$ cat src/logic/bch_settings.svh
//--------------------------------------------------
// fixed code parameters for the (15,5) binary BCH
// decoder, t = 3 over GF(2^4)
// changing these alone does not retarget the design
// since the pipeline timing assumes n = 15, t = 3
//--------------------------------------------------
`ifndef BCH_SETTINGS_SVH
`define BCH_SETTINGS_SVH

// field width in bits
`define BCH_M       4

// code length
`define BCH_N       15

// correction capability and syndrome count
`define BCH_T       3
`define BCH_T2      6

// x^4 + x + 1
`define BCH_IRRPOL  19

// bit position counter width
`define BCH_POS_W   4

`endif
$ cat src/logic/bch_pkg.sv
//--------------------------------------------------
// shared types and GF(2^4) helpers for the decoder
// multiply and power are plain combinational loops
// and are meant for constant or shallow use
//--------------------------------------------------
`include "bch_settings.svh"

package bch_pkg;

  // one field element
  typedef logic [`BCH_M-1:0]     gf_t;
  // word tag, selects a buffer bank
  typedef logic                  ptr_t;
  // bit position inside a word
  typedef logic [`BCH_POS_W-1:0] pos_t;
  // number of corrected bits, up to t
  typedef logic [1:0]            cnt_t;

  // s1 sits at the low end
  typedef struct packed {
    gf_t s6;
    gf_t s5;
    gf_t s4;
    gf_t s3;
    gf_t s2;
    gf_t s1;
  } syndrome_t;

  // locator coefficients, c0 at the low end
  typedef struct packed {
    gf_t c3;
    gf_t c2;
    gf_t c1;
    gf_t c0;
  } loc_poly_t;

  // shift and add product, reduced by the primitive polynomial
  function automatic gf_t gf_mult(input gf_t a, input gf_t b);
    logic [`BCH_M:0] acc;
    logic [`BCH_M:0] sh;
    acc = '0;
    sh  = {1'b0, a};
    for (int i = 0; i < `BCH_M; i++) begin
      if (b[i]) begin
        acc = acc ^ sh;
      end
      sh = sh << 1;
      if (sh[`BCH_M]) begin
        sh = sh ^ (`BCH_M+1)'(`BCH_IRRPOL);
      end
    end
    return acc[`BCH_M-1:0];
  endfunction

  // alpha^e, e taken modulo the field order
  function automatic gf_t gf_alpha_pow(input int e);
    gf_t r;
    r = gf_t'(1);
    for (int i = 0; i < (e % `BCH_N); i++) begin
      r = gf_mult(r, gf_t'(2));
    end
    return r;
  endfunction

endpackage

$ cat src/logic/bch_decoder.sv
//--------------------------------------------------
// (15,5) BCH decoder top, up to 3 errors per word
// no back-pressure, at most one bit per enabled cycle
// 10 enabled cycles from last input to first output
//--------------------------------------------------
`timescale 1ns/10ps

module bch_decoder
  import bch_pkg::*;
(
  input  logic iclk,
  input  logic ireset,
  input  logic iclkena,
  input  logic ibit_val,
  input  logic ibit,
  input  logic isop,
  output logic obit_val,
  output logic obit,
  output logic osop,
  output logic oeop,
  output cnt_t oerr_cnt
);

  logic      syn_val;
  syndrome_t syn;
  ptr_t      syn_ptr;
  pos_t      wr_pos;
  ptr_t      wr_ptr;
  logic      loc_val;
  loc_poly_t loc;
  ptr_t      loc_ptr;
  ptr_t      rd_ptr;
  pos_t      rd_pos;
  logic      rd_bit;

  //--------------------------------------------------
  // syndromes and raw bit store
  //--------------------------------------------------
  bch_syndrome i_syndrome (
    .iclk     (iclk),
    .ireset   (ireset),
    .iclkena  (iclkena),
    .ibit_val (ibit_val),
    .ibit     (ibit),
    .isop     (isop),
    .osyn_val (syn_val),
    .osyn     (syn),
    .osyn_ptr (syn_ptr),
    .owr_pos  (wr_pos),
    .owr_ptr  (wr_ptr)
  );

  bch_codeword_buffer i_buffer (
    .iclk    (iclk),
    .iclkena (iclkena),
    .iwr_val (ibit_val),
    .iwr_bit (ibit),
    .iwr_ptr (wr_ptr),
    .iwr_pos (wr_pos),
    .ird_ptr (rd_ptr),
    .ird_pos (rd_pos),
    .ord_bit (rd_bit)
  );

  //--------------------------------------------------
  // key equation and correction
  //--------------------------------------------------
  bch_berlekamp_ribm i_berlekamp (
    .iclk     (iclk),
    .ireset   (ireset),
    .iclkena  (iclkena),
    .isyn_val (syn_val),
    .isyn     (syn),
    .isyn_ptr (syn_ptr),
    .oloc_val (loc_val),
    .oloc     (loc),
    .oloc_ptr (loc_ptr)
  );

  bch_chien_search i_chien (
    .iclk     (iclk),
    .ireset   (ireset),
    .iclkena  (iclkena),
    .iloc_val (loc_val),
    .iloc     (loc),
    .iloc_ptr (loc_ptr),
    .ird_bit  (rd_bit),
    .ord_ptr  (rd_ptr),
    .ord_pos  (rd_pos),
    .obit_val (obit_val),
    .obit     (obit),
    .osop     (osop),
    .oeop     (oeop),
    .oerr_cnt (oerr_cnt)
  );

endmodule

$ cat src/logic/bch_chien_search.sv
//--------------------------------------------------
// chien search and bit correction
// sweeps positions n-1 down to 0, one per cycle
// output stream starts 2 cycles after iloc_val
// oerr_cnt valid with oeop, saturates nowhere
//--------------------------------------------------
`timescale 1ns/10ps
`include "bch_settings.svh"

module bch_chien_search
  import bch_pkg::*;
(
  input  logic      iclk,
  input  logic      ireset,
  input  logic      iclkena,
  input  logic      iloc_val,
  input  loc_poly_t iloc,
  input  ptr_t      iloc_ptr,
  input  logic      ird_bit,
  output ptr_t      ord_ptr,
  output pos_t      ord_pos,
  output logic      obit_val,
  output logic      obit,
  output logic      osop,
  output logic      oeop,
  output cnt_t      oerr_cnt
);

  gf_t  coef [0:`BCH_T];
  gf_t  term [0:`BCH_T];
  gf_t  sum;
  logic active;
  logic err_flag;
  logic err_d;

  assign coef[0] = iloc.c0;
  assign coef[1] = iloc.c1;
  assign coef[2] = iloc.c2;
  assign coef[3] = iloc.c3;

  // locator value at alpha^-pos
  always_comb begin
    sum = '0;
    for (int i = 0; i <= `BCH_T; i++) begin
      sum = sum ^ term[i];
    end
  end

  assign err_flag = active & (sum == '0);

  //--------------------------------------------------
  // stage 1, address and evaluation
  //--------------------------------------------------
  always_ff @(posedge iclk or posedge ireset) begin
    if (ireset) begin
      active   <= 1'b0;
      ord_pos  <= '0;
      ord_ptr  <= 1'b0;
      obit_val <= 1'b0;
      osop     <= 1'b0;
      oeop     <= 1'b0;
      err_d    <= 1'b0;
      oerr_cnt <= '0;
    end else if (iclkena) begin
      if (iloc_val) begin
        active  <= 1'b1;
        ord_pos <= pos_t'(`BCH_N-1);
        ord_ptr <= iloc_ptr;
      end else if (active) begin
        if (ord_pos == '0) begin
          active <= 1'b0;
        end else begin
          ord_pos <= ord_pos - 1'b1;
        end
      end
      // stage 2 lines up with buffer read data
      obit_val <= active;
      osop     <= active & (ord_pos == pos_t'(`BCH_N-1));
      oeop     <= active & (ord_pos == '0);
      err_d    <= err_flag;
      if (active) begin
        if (ord_pos == pos_t'(`BCH_N-1)) begin
          oerr_cnt <= cnt_t'(err_flag);
        end else begin
          oerr_cnt <= oerr_cnt + cnt_t'(err_flag);
        end
      end
    end
  end

  //--------------------------------------------------
  // running terms, lambda_i * alpha^(-i*pos)
  //--------------------------------------------------
  always_ff @(posedge iclk) begin
    if (iclkena) begin
      for (int i = 0; i <= `BCH_T; i++) begin
        if (iloc_val) begin
          // alpha^(-14 i) equals alpha^i
          term[i] <= gf_mult(coef[i], gf_alpha_pow(i));
        end else if (active) begin
          // pos falls by one so the point moves by alpha
          term[i] <= gf_mult(term[i], gf_alpha_pow(i));
        end
      end
    end
  end

  // flip where the locator has a root
  assign obit = ird_bit ^ err_d;

endmodule

$ cat src/logic/bch_codeword_buffer.sv
//--------------------------------------------------
// two bank bit store for received words
// one bank is filled while the other is read
// read data appears one enabled cycle after address
// caller keeps positions below n
//--------------------------------------------------
`timescale 1ns/10ps
`include "bch_settings.svh"

module bch_codeword_buffer
  import bch_pkg::*;
(
  input  logic iclk,
  input  logic iclkena,
  input  logic iwr_val,
  input  logic iwr_bit,
  input  ptr_t iwr_ptr,
  input  pos_t iwr_pos,
  input  ptr_t ird_ptr,
  input  pos_t ird_pos,
  output logic ord_bit
);

  // bank per tag, bit per position
  logic [`BCH_N-1:0] mem [0:1];

  //--------------------------------------------------
  // write port
  //--------------------------------------------------
  always_ff @(posedge iclk) begin
    if (iclkena && iwr_val) begin
      mem[iwr_ptr][iwr_pos] <= iwr_bit;
    end
  end

  //--------------------------------------------------
  // registered read port
  //--------------------------------------------------
  always_ff @(posedge iclk) begin
    if (iclkena) begin
      ord_bit <= mem[ird_ptr][ird_pos];
    end
  end

endmodule

$ cat src/logic/bch_berlekamp_ribm.sv
//--------------------------------------------------
// simplified inversionless berlekamp-massey for
// binary codes, t iterations as step1/step2 pairs
// oloc_val comes 2t+1 cycles after isyn_val
// syndromes seen while busy are dropped
// locator is known only up to a nonzero scale
//--------------------------------------------------
`timescale 1ns/10ps
`include "bch_settings.svh"

module bch_berlekamp_ribm
  import bch_pkg::*;
(
  input  logic      iclk,
  input  logic      ireset,
  input  logic      iclkena,
  input  logic      isyn_val,
  input  syndrome_t isyn,
  input  ptr_t      isyn_ptr,
  output logic      oloc_val,
  output loc_poly_t oloc,
  output ptr_t      oloc_ptr
);

  // delta and theta span indices 0 .. 3t
  localparam int top = `BCH_T2 + 3;

  typedef enum logic [1:0] {
    st_reset,
    st_wait,
    st_step1,
    st_step2
  } state_t;

  state_t state;

  gf_t               delta [0:top];
  gf_t               theta [0:top];
  gf_t               syn   [0:`BCH_T2-1];
  gf_t               gam;
  gf_t               d0;
  logic              sw;
  logic [`BCH_M-1:0] kv;
  logic [1:0]        cnt;
  logic              swap;

  assign syn[0] = isyn.s1;
  assign syn[1] = isyn.s2;
  assign syn[2] = isyn.s3;
  assign syn[3] = isyn.s4;
  assign syn[4] = isyn.s5;
  assign syn[5] = isyn.s6;

  // swap when discrepancy is nonzero and k >= 0
  assign swap = (delta[0] != '0) & ~kv[`BCH_M-1];

  //--------------------------------------------------
  // FSM and control
  //--------------------------------------------------
  always_ff @(posedge iclk or posedge ireset) begin
    if (ireset) begin
      state    <= st_reset;
      cnt      <= '0;
      oloc_val <= 1'b0;
      oloc_ptr <= 1'b0;
    end else if (iclkena) begin
      oloc_val <= (state == st_step2) & (cnt == 2'd1);
      case (state)
        st_reset: state <= st_wait;
        st_wait: begin
          cnt <= 2'(`BCH_T);
          if (isyn_val) begin
            oloc_ptr <= isyn_ptr;
            state    <= st_step1;
          end
        end
        st_step1: state <= st_step2;
        st_step2: begin
          cnt   <= cnt - 1'b1;
          state <= (cnt == 2'd1) ? st_wait : st_step1;
        end
        default: state <= st_reset;
      endcase
    end
  end

  //--------------------------------------------------
  // datapath
  //--------------------------------------------------
  always_ff @(posedge iclk) begin
    if (iclkena) begin
      unique case (state)
        st_wait: begin
          if (isyn_val) begin
            for (int i = 0; i <= top; i++) begin
              if (i < `BCH_T2) begin
                delta[i] <= syn[i];
                theta[i] <= syn[i];
              end else begin
                delta[i] <= gf_t'(i == top);
                theta[i] <= gf_t'(i == top);
              end
            end
            gam <= gf_t'(1);
            kv  <= '0;
          end
        end
        st_step1: begin
          // two plain steps folded, the odd one has zero discrepancy
          for (int i = 0; i <= top - 2; i++) begin
            delta[i] <= gf_mult(gam, delta[i+2]) ^ gf_mult(delta[0], theta[i+1]);
          end
          delta[top-1] <= gf_mult(delta[0], theta[top]);
          delta[top]   <= '0;
          if (swap) begin
            for (int i = 0; i < top; i++) begin
              theta[i] <= delta[i+1];
            end
            theta[top] <= '0;
          end
          d0 <= delta[0];
          sw <= swap;
        end
        st_step2: begin
          // gamma and k follow the decision of step1
          if (sw) begin
            gam <= d0;
            kv  <= -kv;
          end else begin
            kv  <= kv + 2'd2;
          end
        end
        default: begin
        end
      endcase
    end
  end

  // locator sits at delta t .. 2t
  assign oloc.c0 = delta[`BCH_T];
  assign oloc.c1 = delta[`BCH_T+1];
  assign oloc.c2 = delta[`BCH_T+2];
  assign oloc.c3 = delta[`BCH_T+3];

endmodule

$ cat src/logic/bch_syndrome.sv
//--------------------------------------------------
// serial syndrome calculator
// bits come highest degree first, isop on the first
// bits outside a word (no isop seen) are ignored
// osyn is valid only while osyn_val is high
//--------------------------------------------------
`timescale 1ns/10ps
`include "bch_settings.svh"

module bch_syndrome
  import bch_pkg::*;
(
  input  logic      iclk,
  input  logic      ireset,
  input  logic      iclkena,
  input  logic      ibit_val,
  input  logic      ibit,
  input  logic      isop,
  output logic      osyn_val,
  output syndrome_t osyn,
  output ptr_t      osyn_ptr,
  output pos_t      owr_pos,
  output ptr_t      owr_ptr
);

  gf_t  acc [1:`BCH_T2];
  pos_t cnt;
  logic busy;
  ptr_t ptr;
  logic take;
  logic last;

  // current bit position, first bit is degree n-1
  assign owr_pos = isop ? pos_t'(`BCH_N-1) : cnt;
  assign owr_ptr = ptr;

  assign take = ibit_val & (isop | busy);
  assign last = take & (owr_pos == '0);

  //--------------------------------------------------
  // control
  //--------------------------------------------------
  always_ff @(posedge iclk or posedge ireset) begin
    if (ireset) begin
      cnt      <= '0;
      busy     <= 1'b0;
      ptr      <= 1'b0;
      osyn_val <= 1'b0;
      osyn_ptr <= 1'b0;
    end else if (iclkena) begin
      osyn_val <= last;
      if (take) begin
        cnt  <= owr_pos - 1'b1;
        busy <= ~last;
      end
      // tag of finished word goes out, next word takes the other bank
      if (last) begin
        osyn_ptr <= ptr;
        ptr      <= ~ptr;
      end
    end
  end

  //--------------------------------------------------
  // horner accumulation, acc_j = acc_j * alpha^j + r
  //--------------------------------------------------
  always_ff @(posedge iclk) begin
    if (iclkena && take) begin
      for (int j = 1; j <= `BCH_T2; j++) begin
        if (isop) begin
          acc[j] <= gf_t'(ibit);
        end else begin
          acc[j] <= gf_mult(acc[j], gf_alpha_pow(j)) ^ gf_t'(ibit);
        end
      end
    end
  end

  assign osyn.s1 = acc[1];
  assign osyn.s2 = acc[2];
  assign osyn.s3 = acc[3];
  assign osyn.s4 = acc[4];
  assign osyn.s5 = acc[5];
  assign osyn.s6 = acc[6];

endmodule

$ cat config.mk
export PLATFORM = sky130hd
export DESIGN_NAME = bch_decoder
export DESIGN_NICKNAME = d
export VERILOG_FILES = /design/src/logic/bch_pkg.sv /design/src/logic/bch_decoder.sv /design/src/logic/bch_chien_search.sv /design/src/logic/bch_codeword_buffer.sv /design/src/logic/bch_berlekamp_ribm.sv /design/src/logic/bch_syndrome.sv
export VERILOG_INCLUDE_DIRS = /design/src /design/src/logic
export SDC_FILE = /design/constraint.sdc
export NUM_CORES = 1
export LEC_CHECK = 0
export BUFFER_PORTS_ARGS = -buffer_cell sky130_fd_sc_hd__buf_2
export CAP_MARGIN = 0
export CORE_MARGIN = 3
export CORE_UTILIZATION = 35
export CTS_BUF_LIST = sky130_fd_sc_hd__clkbuf_16
export CTS_CLUSTER_DIAMETER = 200
export DETAILED_ROUTE_END_ITERATION = 8
export GPL_TIMING_DRIVEN = 0
export PLACE_DENSITY = 0.52
export SLEW_MARGIN = 25
export SYNTH_ARGS = -nofsm -noshare
export SYNTH_HDL_FRONTEND = slang
export SYNTH_HIERARCHICAL = 1
export SYNTH_SLANG_ARGS = --single-unit
export TNS_END_PERCENT = 20
$ cat constraint.sdc
create_clock -name iclk -period 5 [get_ports iclk]
set_clock_uncertainty 0.1 [all_clocks]
set_input_delay 0.25 -clock iclk [delete_from_list [all_inputs] [get_ports iclk]]
set_output_delay 0.25 -clock iclk [all_outputs]
set_load 0.02 [all_outputs]
After elaboration in Yosys (flattened, before gate mapping)

Memories as Yosys holds them, arrays and structs flattened.
Cells that the tools add are included.

Register bits: 40
Memory bits (writable): 150
Input port bits: 6
Output and inout bits: 6
Word-level logic and storage cells: 876
Memories kept: 5

Memory list:

| name              | words | bits a word | read ports | clocked after Yosys merged registers in | write ports | line                      | RTL |
|---|---|---|---|---|---|---|---|
| i_berlekamp.delta | 10    | 4           | 10         | 0                                       | 10          | bch_berlekamp_ribm.sv:37  | `gf_t delta [0:top];` |
| i_berlekamp.theta | 10    | 4           | 9          | 0                                       | 10          | bch_berlekamp_ribm.sv:38  | `gf_t theta [0:top];` |
| i_buffer.mem      | 2     | 15          | 1          | 0                                       | 1           | bch_codeword_buffer.sv:25 | `` logic [`BCH_N-1:0] mem [0:1]; `` |
| i_syndrome.acc    | 6     | 4           | 6          | 0                                       | 6           | bch_syndrome.sv:26        | `` gf_t acc [1:`BCH_T2]; `` |
| i_chien.term      | 4     | 4           | 4          | 0                                       | 4           | bch_chien_search.sv:30    | `` gf_t term [0:`BCH_T]; `` |

Add/subtract/negate cells: 6
Order comparisons: 3
Equality and inequality tests: 8
Muxes and demuxes: 614
Bitwise logic cells: 197
Reduce and logical (&&, ||, !) cells: 21

Operators with widths:

| cell                | number |
|---|---|
| $mux 4              | 523 |
| $xor 4x4->4         | 98 |
| $mux 2              | 54 |
| $not 2->2           | 51 |
| $or 1x1->1          | 31 |
| $mux 1              | 30 |
| $xor 4x1->4         | 6 |
| $pmux 4 s2          | 2 |
| $mux 15             | 1 |
| $reduce_and 2->1    | 7 |
| $logic_not 4->1     | 3 |
| $lt 4x5->1 const B  | 2 |
| $reduce_and 3->1    | 3 |
| $pmux 2 s4          | 1 |
| $sub 4x1->4 const B | 2 |
| $and 1x1->1         | 7 |
| $add 4x2->4 const B | 1 |
| $bmux 1 s4          | 1 |
| $demux 1 s4         | 1 |
| $eq 2x1->1 const B  | 2 |
| $eq 2x2->1 const B  | 2 |
| $eq 4x4->1 const B  | 1 |
| $ge 4x1->1 const B  | 1 |
| $ne 2x2->1 const B  | 2 |
| 12 further kinds    | 17 |

Depth between registers and ports, before layout

Gate-level depths: netlist of the first run.

Word-level depth: 41
Mapped depth: 11
Depth with buffers taken out: 8

Modules after synthesis

The synthesis of the first run kept the hierarchy.

Modules (own cells, without submodules):

| module              | times used | cells each | area each (um2) | seq. area each (um2) |
|---|---|---|---|---|
| bch_berlekamp_ribm  | 1          | 701        | 6,187.2         | 2,282.2 |
| bch_chien_search    | 1          | 121        | 1,487.7         | 780.7 |
| bch_syndrome        | 1          | 117        | 1,465.2         | 920.9 |
| bch_codeword_buffer | 1          | 104        | 1,432.6         | 930.9 |

Least setup slack after synthesis of the first run

Ideal clock, no wire load.

Kind: reg2reg
Start point: memory i_berlekamp/delta[0][3] in the netlist's numbering
End point: memory i_berlekamp/theta[0][12] in the netlist's numbering, enable pin
Library setup time: 0.412 ns
Arrival time: 2.465 ns
Data required time: 4.488 ns
Slack: 2.023 ns
Stages on the path, launching flop included: 8
Buffers on the path: 2
Clock period less this slack: 2.977 ns
Cells stage by stage: edfxtp_1 > buf_2 > buf_2 > inv_1 > ha_1 > a21oi_1 > a21oi_1 > nor2b_1

RTL lines:

| what        | line |
|---|---|
| from (decl) | bch_berlekamp_ribm.sv:37 |
| to (decl)   | bch_berlekamp_ribm.sv:38 |

==> out/qor.yml, run 1 <==
fillers: 2872
cts-root-buf: "clkbuf_16"
antenna_left: 0
avgRoutedWirePerCell_um: 18.57
cts_tree: "built"
synth_edf_count: 142
io_buffers: 11
post-place-ws_ns: 1.612
post_cts_buffers: 0
final_util_pct: 39.67
drc_errors: 0
status: "finished, final reports clean"
synth.area.top_cells: "edfxtp_1 (40%), xnor2_1 (13%), nand2_1 (7.2%)"
cp-start-kind: "flip-flop"
clock_latency_ns: 0.44
drive_gt1_share_pct: 14.23
ios: 12
syn_to_final_growth_pct: 11.52
yosysSeqAreaShare_pct: 46.49
finalSetupViolations: 0
critical_path.endpoint_type: "flip-flop"
register_area_um2: 4915
total_leakage_power_uw: 0.004437
fmax_mhz: 291.1
fin_crit_ns: 3.435
maxSlewHeadroom_pct: 33.26
grt-ovfl-total: 0
crit_fanout: 10
grt_pass1_vias: 7153
cp.required_ns: 5.05
yosysTopAreaCellShare_pct: 40.33
syn_area_um2: 10570
clock_sinks: 168
ir_drop_mv: 0.2191
antenna_found_initial: 0
routabilityCongestion: 0.8906
dieArea_um2: 32330
drt_first_pass_iters: 5
rows: 63
rsz0062_at_grt: "no"
clk_pin_slew_ns: 0.08
async_flop_share_pct: 15.48
power_density_nw_per_um2: 348.3
avgViaCountPerCell: 4.971
final_hold_viol_count: 0
grt_max_degree: 32
tns_ns: 0
antenna_cells: 0
dieWidth_um: 179.8
multi_input_area_um2: 5141
arrival_ns: 3.49
syn_nets: 1058
core_um2: 29720
synthFlopType: "edfxtp_1"
synth_cell_types: 62
postRouteWirelength_um: 27460
initial_core_util_pct: 35.58
worst_pin_slew_ns: 1.000
drt_iter0_drc: 552
synth_top_cell_by_area: "edfxtp_1"
ys_top_cells_by_count: "nand2_1 (202), xnor2_1 (153), edfxtp_1 (142)"
yosysMostFrequentCell: "nand2_1"
place_hpwl_um: 19480
path_class: "flip-flop to flip-flop"
grt_usage_pct: 17.27
cts_max_level: 4
holdCritPathClass: "input pin to flip-flop"
nets: 1091
clockBufferDepth: 2
synth-seq-cells: 168
avgSynthCellArea_um2: 10.14
timing.final.ws_setup_ns: 1.565
min_period_over_period_pct: 68.70
grt_pass1_wl_um: 43410
cap_violations: 0
yosys_warnings: 6
numCtsBuffers: 17
slew_violations: 0
vias: 7352
die_y_um: 179.8
synthCells: 1043
-- routing by layer --
| layer | up-vias | global-route usage (%) | share of wire (%) |
|---|---|---|---|
| li1 | 3587 | - | - |
| met1 | 3577 | 24.71 | 48 |
| met2 | 163 | 27.26 | 45 |
| met3 | 25 | 2.691 | 4.7 |
| met4 | 0 | 4.889 | 1.8 |
| met5 | - | 0 | 0 |
-- through the flow --
step	std cells	hold WS [ns]	cell area (um^2)	power (uW)
after global routing	1479	0.09477	11790	4330
final	1479	0.08400	11790	4107
after CTS	1479	0.06425	11790	4142
after floorplan	1043	-0.05904	10570	2539
after detailed placement	1446	0.1233	11180	2806
after global placement	1444	0.1185	11120	2793
-- layout by cell type, fill, tap and decap left out, types with 16 or more instances in the layout --
| cell type | n |
|---|---|
| a21oi_1 | 32 |
| and3_1 | 21 |
| buf_2 | 34 |
| buf_4 | 17 |
| clkbuf_1 | 23 |
| clkbuf_16 | 17 |
| dfrtp_1 | 26 |
| edfxtp_1 | 142 |
| inv_1 | 29 |
| mux2_2 | 30 |
| mux2i_1 | 20 |
| nand2_1 | 202 |
| nand2b_1 | 16 |
| nor2_1 | 85 |
| o21ai_0 | 41 |
| xnor2_1 | 153 |
| xor2_1 | 48 |
-- worst paths after layout --
path	depth (start not counted)	start	slack, ns	to
setup / recovery	11	i_berlekamp/delta[0][3]$_DFFE_PP_	1.56	i_berlekamp/delta[0][21]$_DFFE_PP_
hold / removal	3	isop	0.08	i_syndrome/cnt[3]$_DFFE_PP0P_
min in group asynchronous	3	ireset	0.20	i_berlekamp/cnt[0]$_DFFE_PP0P_
setup reg to reg	11	i_berlekamp/delta[0][3]$_DFFE_PP_	1.56	i_berlekamp/delta[0][21]$_DFFE_PP_
max in group asynchronous	3	ireset	4.17	i_chien/oerr_cnt[0]$_DFFE_PP0P_
hold reg to reg	1	i_berlekamp/d0[0]$_DFFE_PP_	0.41	i_berlekamp/gam[0]$_SDFFCE_PN1P_
-- power breakdown --
part           switching (uW)  internal (uW)
Combinational             541            436
Clock                     655            676
Sequential                138           1660
-- worst max-delay path: stages, from the launching register on --
cell	delay [ns]
edfxtp_1	0.53
buf_2	0.38
buf_2	0.35
inv_1	0.08
ha_1	0.32
buf_2	0.30
nand2_1	0.11
xor2_1	0.18
xnor2_1	0.18
xnor2_1	0.11
xnor2_1	0.33
o21ai_0	0.16
-- kinds of logic (layout without fill, tap and decap cells) --
family | Yosys count | in the layout | share of synthesized area [%]
muxes | 64 | 64 | 7.751
adders and majority gates | 9 | 9 | 1.065
AOI/OAI and AO/OA | 125 | 125 | 7.349
and+or+nand+nor | 374 | 374 | 15.57
buffers and inverters | 101 | 147 | 4.970
xor gates and xnor gates | 202 | 202 | 16.80
DFF | 168 | 168 | 46.49
-- sequential cells by signal (all words and copies together), names as in the netlist, 2 cells and up --
register           count
i_chien/ord_pos        4
i_syndrome/cnt         4
i_chien/term          16
i_chien/oerr_cnt       2
i_syndrome/acc        24
i_berlekamp/d0         4
i_berlekamp/delta     33
i_buffer/mem          30
i_berlekamp/kv         3
i_berlekamp/state      2
i_berlekamp/gam        4
i_berlekamp/cnt        2
i_berlekamp/theta     26
-- cell type report --
cell class,count,area share [%]
plain buffers,72,3.534
inverters,29,0.9233
flip-flops and latches,168,41.69
clock buffers,17,3.608
clock inverters,15,1.486
multi-input cells,774,43.61
well taps,390,4.139
repair buffers,14,1.019
-- repair_timing --
action	4_1_cts	5_1_grt
resized for setup	0	0
hold buffers	1	0
hold endpoints to repair	26	0
(Power assumes the default switching activity.)
==> inputs of run 2 (changes only) <==
--- a/config.mk
+++ b/config.mk
@@ -6,6 +6,7 @@
 export SDC_FILE = /design/constraint.sdc
 export NUM_CORES = 1
 export LEC_CHECK = 0
+export ABC_AREA = 1
 export BUFFER_PORTS_ARGS = -buffer_cell sky130_fd_sc_hd__buf_2
 export CAP_MARGIN = 0
 export CORE_MARGIN = 3
==> constraint.sdc (replaced) <==
create_clock -name iclk -period 3.2 [get_ports iclk]
set_clock_uncertainty 0.1 [all_clocks]
set_input_delay 0.16 -clock iclk [delete_from_list [all_inputs] [get_ports iclk]]
set_output_delay 0.16 -clock iclk [all_outputs]
set_load 0.02 [all_outputs]
==> out/qor.yml, run 2 <==
regMostFlops: "i_berlekamp/delta"
synthCells: 1558  # +49%
tns_ns: 0  # unchanged
routabilityCongestion: 0.8527  # -4.3%
yosysSeqAreaShare_pct: 42.37  # -4.1 points
cp.required_ns: 3.15  # -1.90 ns
fin_cells: 2045  # +38%
power_density_nw_per_um2: 508.5  # +46%
path_class: "flip-flop to flip-flop"
cp-start-kind: "flip-flop"
drt_first_pass_iters: 5  # unchanged
crit_fanout: 26  # +16
total_leakage_power_uw: 0.006122  # +38%
clk_pin_slew_ns: 0.07  # about the same
clock_latency_ns: 0.43  # about the same
drc_errors: 0  # unchanged
avgViaCountPerCell: 4.828  # -2.9%
synth_cell_types: 40  # -35%
antenna_found_initial: 1  # +1
syn_to_final_growth_pct: 10.46
fillers: 3382  # +18%
dieWidth_um: 188.0  # +4.6%
synth_edf_count: 142  # unchanged
numCtsBuffers: 17  # unchanged
final_hold_viol_count: 0  # unchanged
min_period_over_period_pct: 86.78  # +18 points
worst_pin_slew_ns: 0.7287  # -0.2713 ns
holdCritPathClass: "input pin to flip-flop"
dieArea_um2: 35360  # +9.4%
ir_drop_mv: 0.2902  # +32%
drive_gt1_share_pct: 8.671  # -5.6 points
ios: 12  # unchanged
die_y_um: 188.0  # +4.6%
slew_violations: 0  # unchanged
synth.area.top_cells: "edfxtp_1 (37%), nand2_1 (19%), nand3_1 (6.9%)"
maxSlewHeadroom_pct: 51.42  # +18 points
clock_sinks: 168  # unchanged
grt_pass1_vias: 9217  # +29%
yosys_warnings: 6  # unchanged
clockBufferDepth: 2  # unchanged
synthFlopType: "edfxtp_1"
rows: 66  # +4.8%
finalSetupViolations: 0  # unchanged
grt_max_degree: 32  # unchanged
drt_iter0_drc: 901  # +63%
place_hpwl_um: 23510  # +21%
io_buffers: 11  # unchanged
status: "finished, final reports clean"
yosysTopAreaCellShare_pct: 36.76  # -3.6 points
grt_pass1_wl_um: 50310  # +16%
avgRoutedWirePerCell_um: 15.79  # -15%
reg_top3: "i_berlekamp/delta (33), i_buffer/mem (30), i_berlekamp/theta (26)"
cts-root-buf: "clkbuf_16"
critical_path.endpoint_type: "flip-flop"
syn_area_um2: 11600  # +9.7%
place_inst: 2012  # +39%
hold_slack_ns: 0.04263  # -0.04137 ns
async_flop_share_pct: 15.48  # unchanged
grt_usage_pct: 18.31  # +1.0 points
avgSynthCellArea_um2: 7.445  # -27%
rsz0062_at_grt: "no"
final_cell_mix: "nand2_1 (597), inv_1 (172), nand3_1 (160)"
final_util_pct: 39.28  # -0.40 points
synth-seq-cells: 168  # unchanged
synth_top_cell_by_area: "edfxtp_1"
arrival_ns: 2.73  # -0.76 ns
vias: 9874  # +34%
core_um2: 32620  # +9.8%
nets: 1605  # +47%
largest_register_ffs: 33  # unchanged
grt-ovfl-total: 0  # unchanged
cts_tree: "built"
ys_top_cells_by_count: "nand2_1 (599), inv_1 (172), nand3_1 (160)"
cap_violations: 0  # unchanged
fin_crit_ns: 2.777  # -0.6579 ns
antenna_cells: 0  # unchanged
fmax_mhz: 360.1  # +24%
yosysMostFrequentCell: "nand2_1"
cts_max_level: 4  # unchanged
syn_nets: 1573  # +49%
antenna_left: 0  # unchanged
initial_core_util_pct: 35.56  # about the same
postRouteWirelength_um: 32290  # +18%
layout_commonest_cell: "nand2_1"
[run 2: changes by cell type after synthesis, sizes merged, moves of 13 or more]
cell	before	now
nand3	10	161
nand3b	0	13
nand2	202	611
clkbuf	27	6
nor2	85	135
and3	21	0
mux2	37	11
xnor2	153	68
a21oi	33	12
mux2i	20	0
nand2b	17	1
inv	29	188
[run 2: repair_timing]
action / CTS / global route
resized for setup: 0 / 0
hold buffers: 1 / 0
endpoints found under the hold margin: 26 / 0
buffers inserted: 0 / 0
endpoints found under the setup margin: 0 / 0
[run 2: power breakdown]
part	total, uW	internal (uW)	leakage, uW	switching (uW)
clock	2000	1090	0.000279	914
combinational	1710	584	0.00423	1130
sequential	2800	2590	0.00162	204
total	6520	4270	0.00612	2250
[run 2: through the flow]
stage | area [um^2] | setup slack [ns] | total power [uW]
finish | 12810 | 0.4229 | 6516
global route | 12810 | 0.3466 | 6928
CTS | 12810 | 0.4347 | 6570
detailed placement | 12230 | 0.4749 | 4549
global placement | 12210 | -0.04244 | 4516
floorplan | 11600 | 0.9098 | 4058
[run 2: cells by family after synthesis]
family,count (synthesis),share of synthesized area (%)
flip-flops,168,42.37
buffers and inverters,245,9.622
AO/OA/AOI/OAI,65,3.021
multiplexers,11,1.197
AND/OR/NAND/NOR,931,33.07
adder cells (fa/ha/maj),9,0.9709
XOR/XNOR,129,9.741
[run 2: final cells by class]
cell class | count | area [um^2] | share of cell area (%)
multi-input combinational | 1145 | 5573 | 43.50
sequential | 168 | 4915 | 38.36
inverter | 188 | 710.7 | 5.547
tap | 442 | 553.0 | 4.316
clock buffer | 17 | 425.4 | 3.320
buffer | 57 | 405.4 | 3.164
clock inverter | 15 | 145.1 | 1.133
timing repair buffer | 13 | 85.08 | 0.6641
[run 2: path summary, 6_finish.rpt]
check	from	end	slack (ns)	cells after the start
setup / recovery	i_berlekamp/delta[0][3]$_DFFE_PP_	i_berlekamp/theta[0][32]$_SDFFCE_PN0P_	0.42	7
hold / removal	iclkena	i_buffer/ord_bit$_DFFE_PP_	0.04	1
setup reg to reg	i_berlekamp/delta[0][3]$_DFFE_PP_	i_berlekamp/theta[0][32]$_SDFFCE_PN0P_	0.42	7
hold reg to reg	i_berlekamp/delta[0][1]$_DFFE_PP_	i_berlekamp/d0[1]$_DFFE_PP_	0.35	0
max in group asynchronous	ireset	i_chien/ord_pos[0]$_DFFE_PP0P_	2.46	3
min in group asynchronous	ireset	i_berlekamp/cnt[1]$_DFFE_PP0P_	0.12	3
[run 2: metal layers]
layer,global-route usage [%],vias up,wire [um]
met1,25.34,4614,14860
met3,2.692,25,1992
li1,-,4950,-
met4,5.108,2,567
met5,0,-,11
met2,29.96,283,14860
[run 2: critical path: stages, from the launching register on]
cell and delay [ns]:
edfxtp_1 0.37, buf_6 0.19, inv_4 0.06, ha_1 0.19
a31oi_2 0.36, nand2_2 0.28, buf_2 0.29, nand2_2 0.55
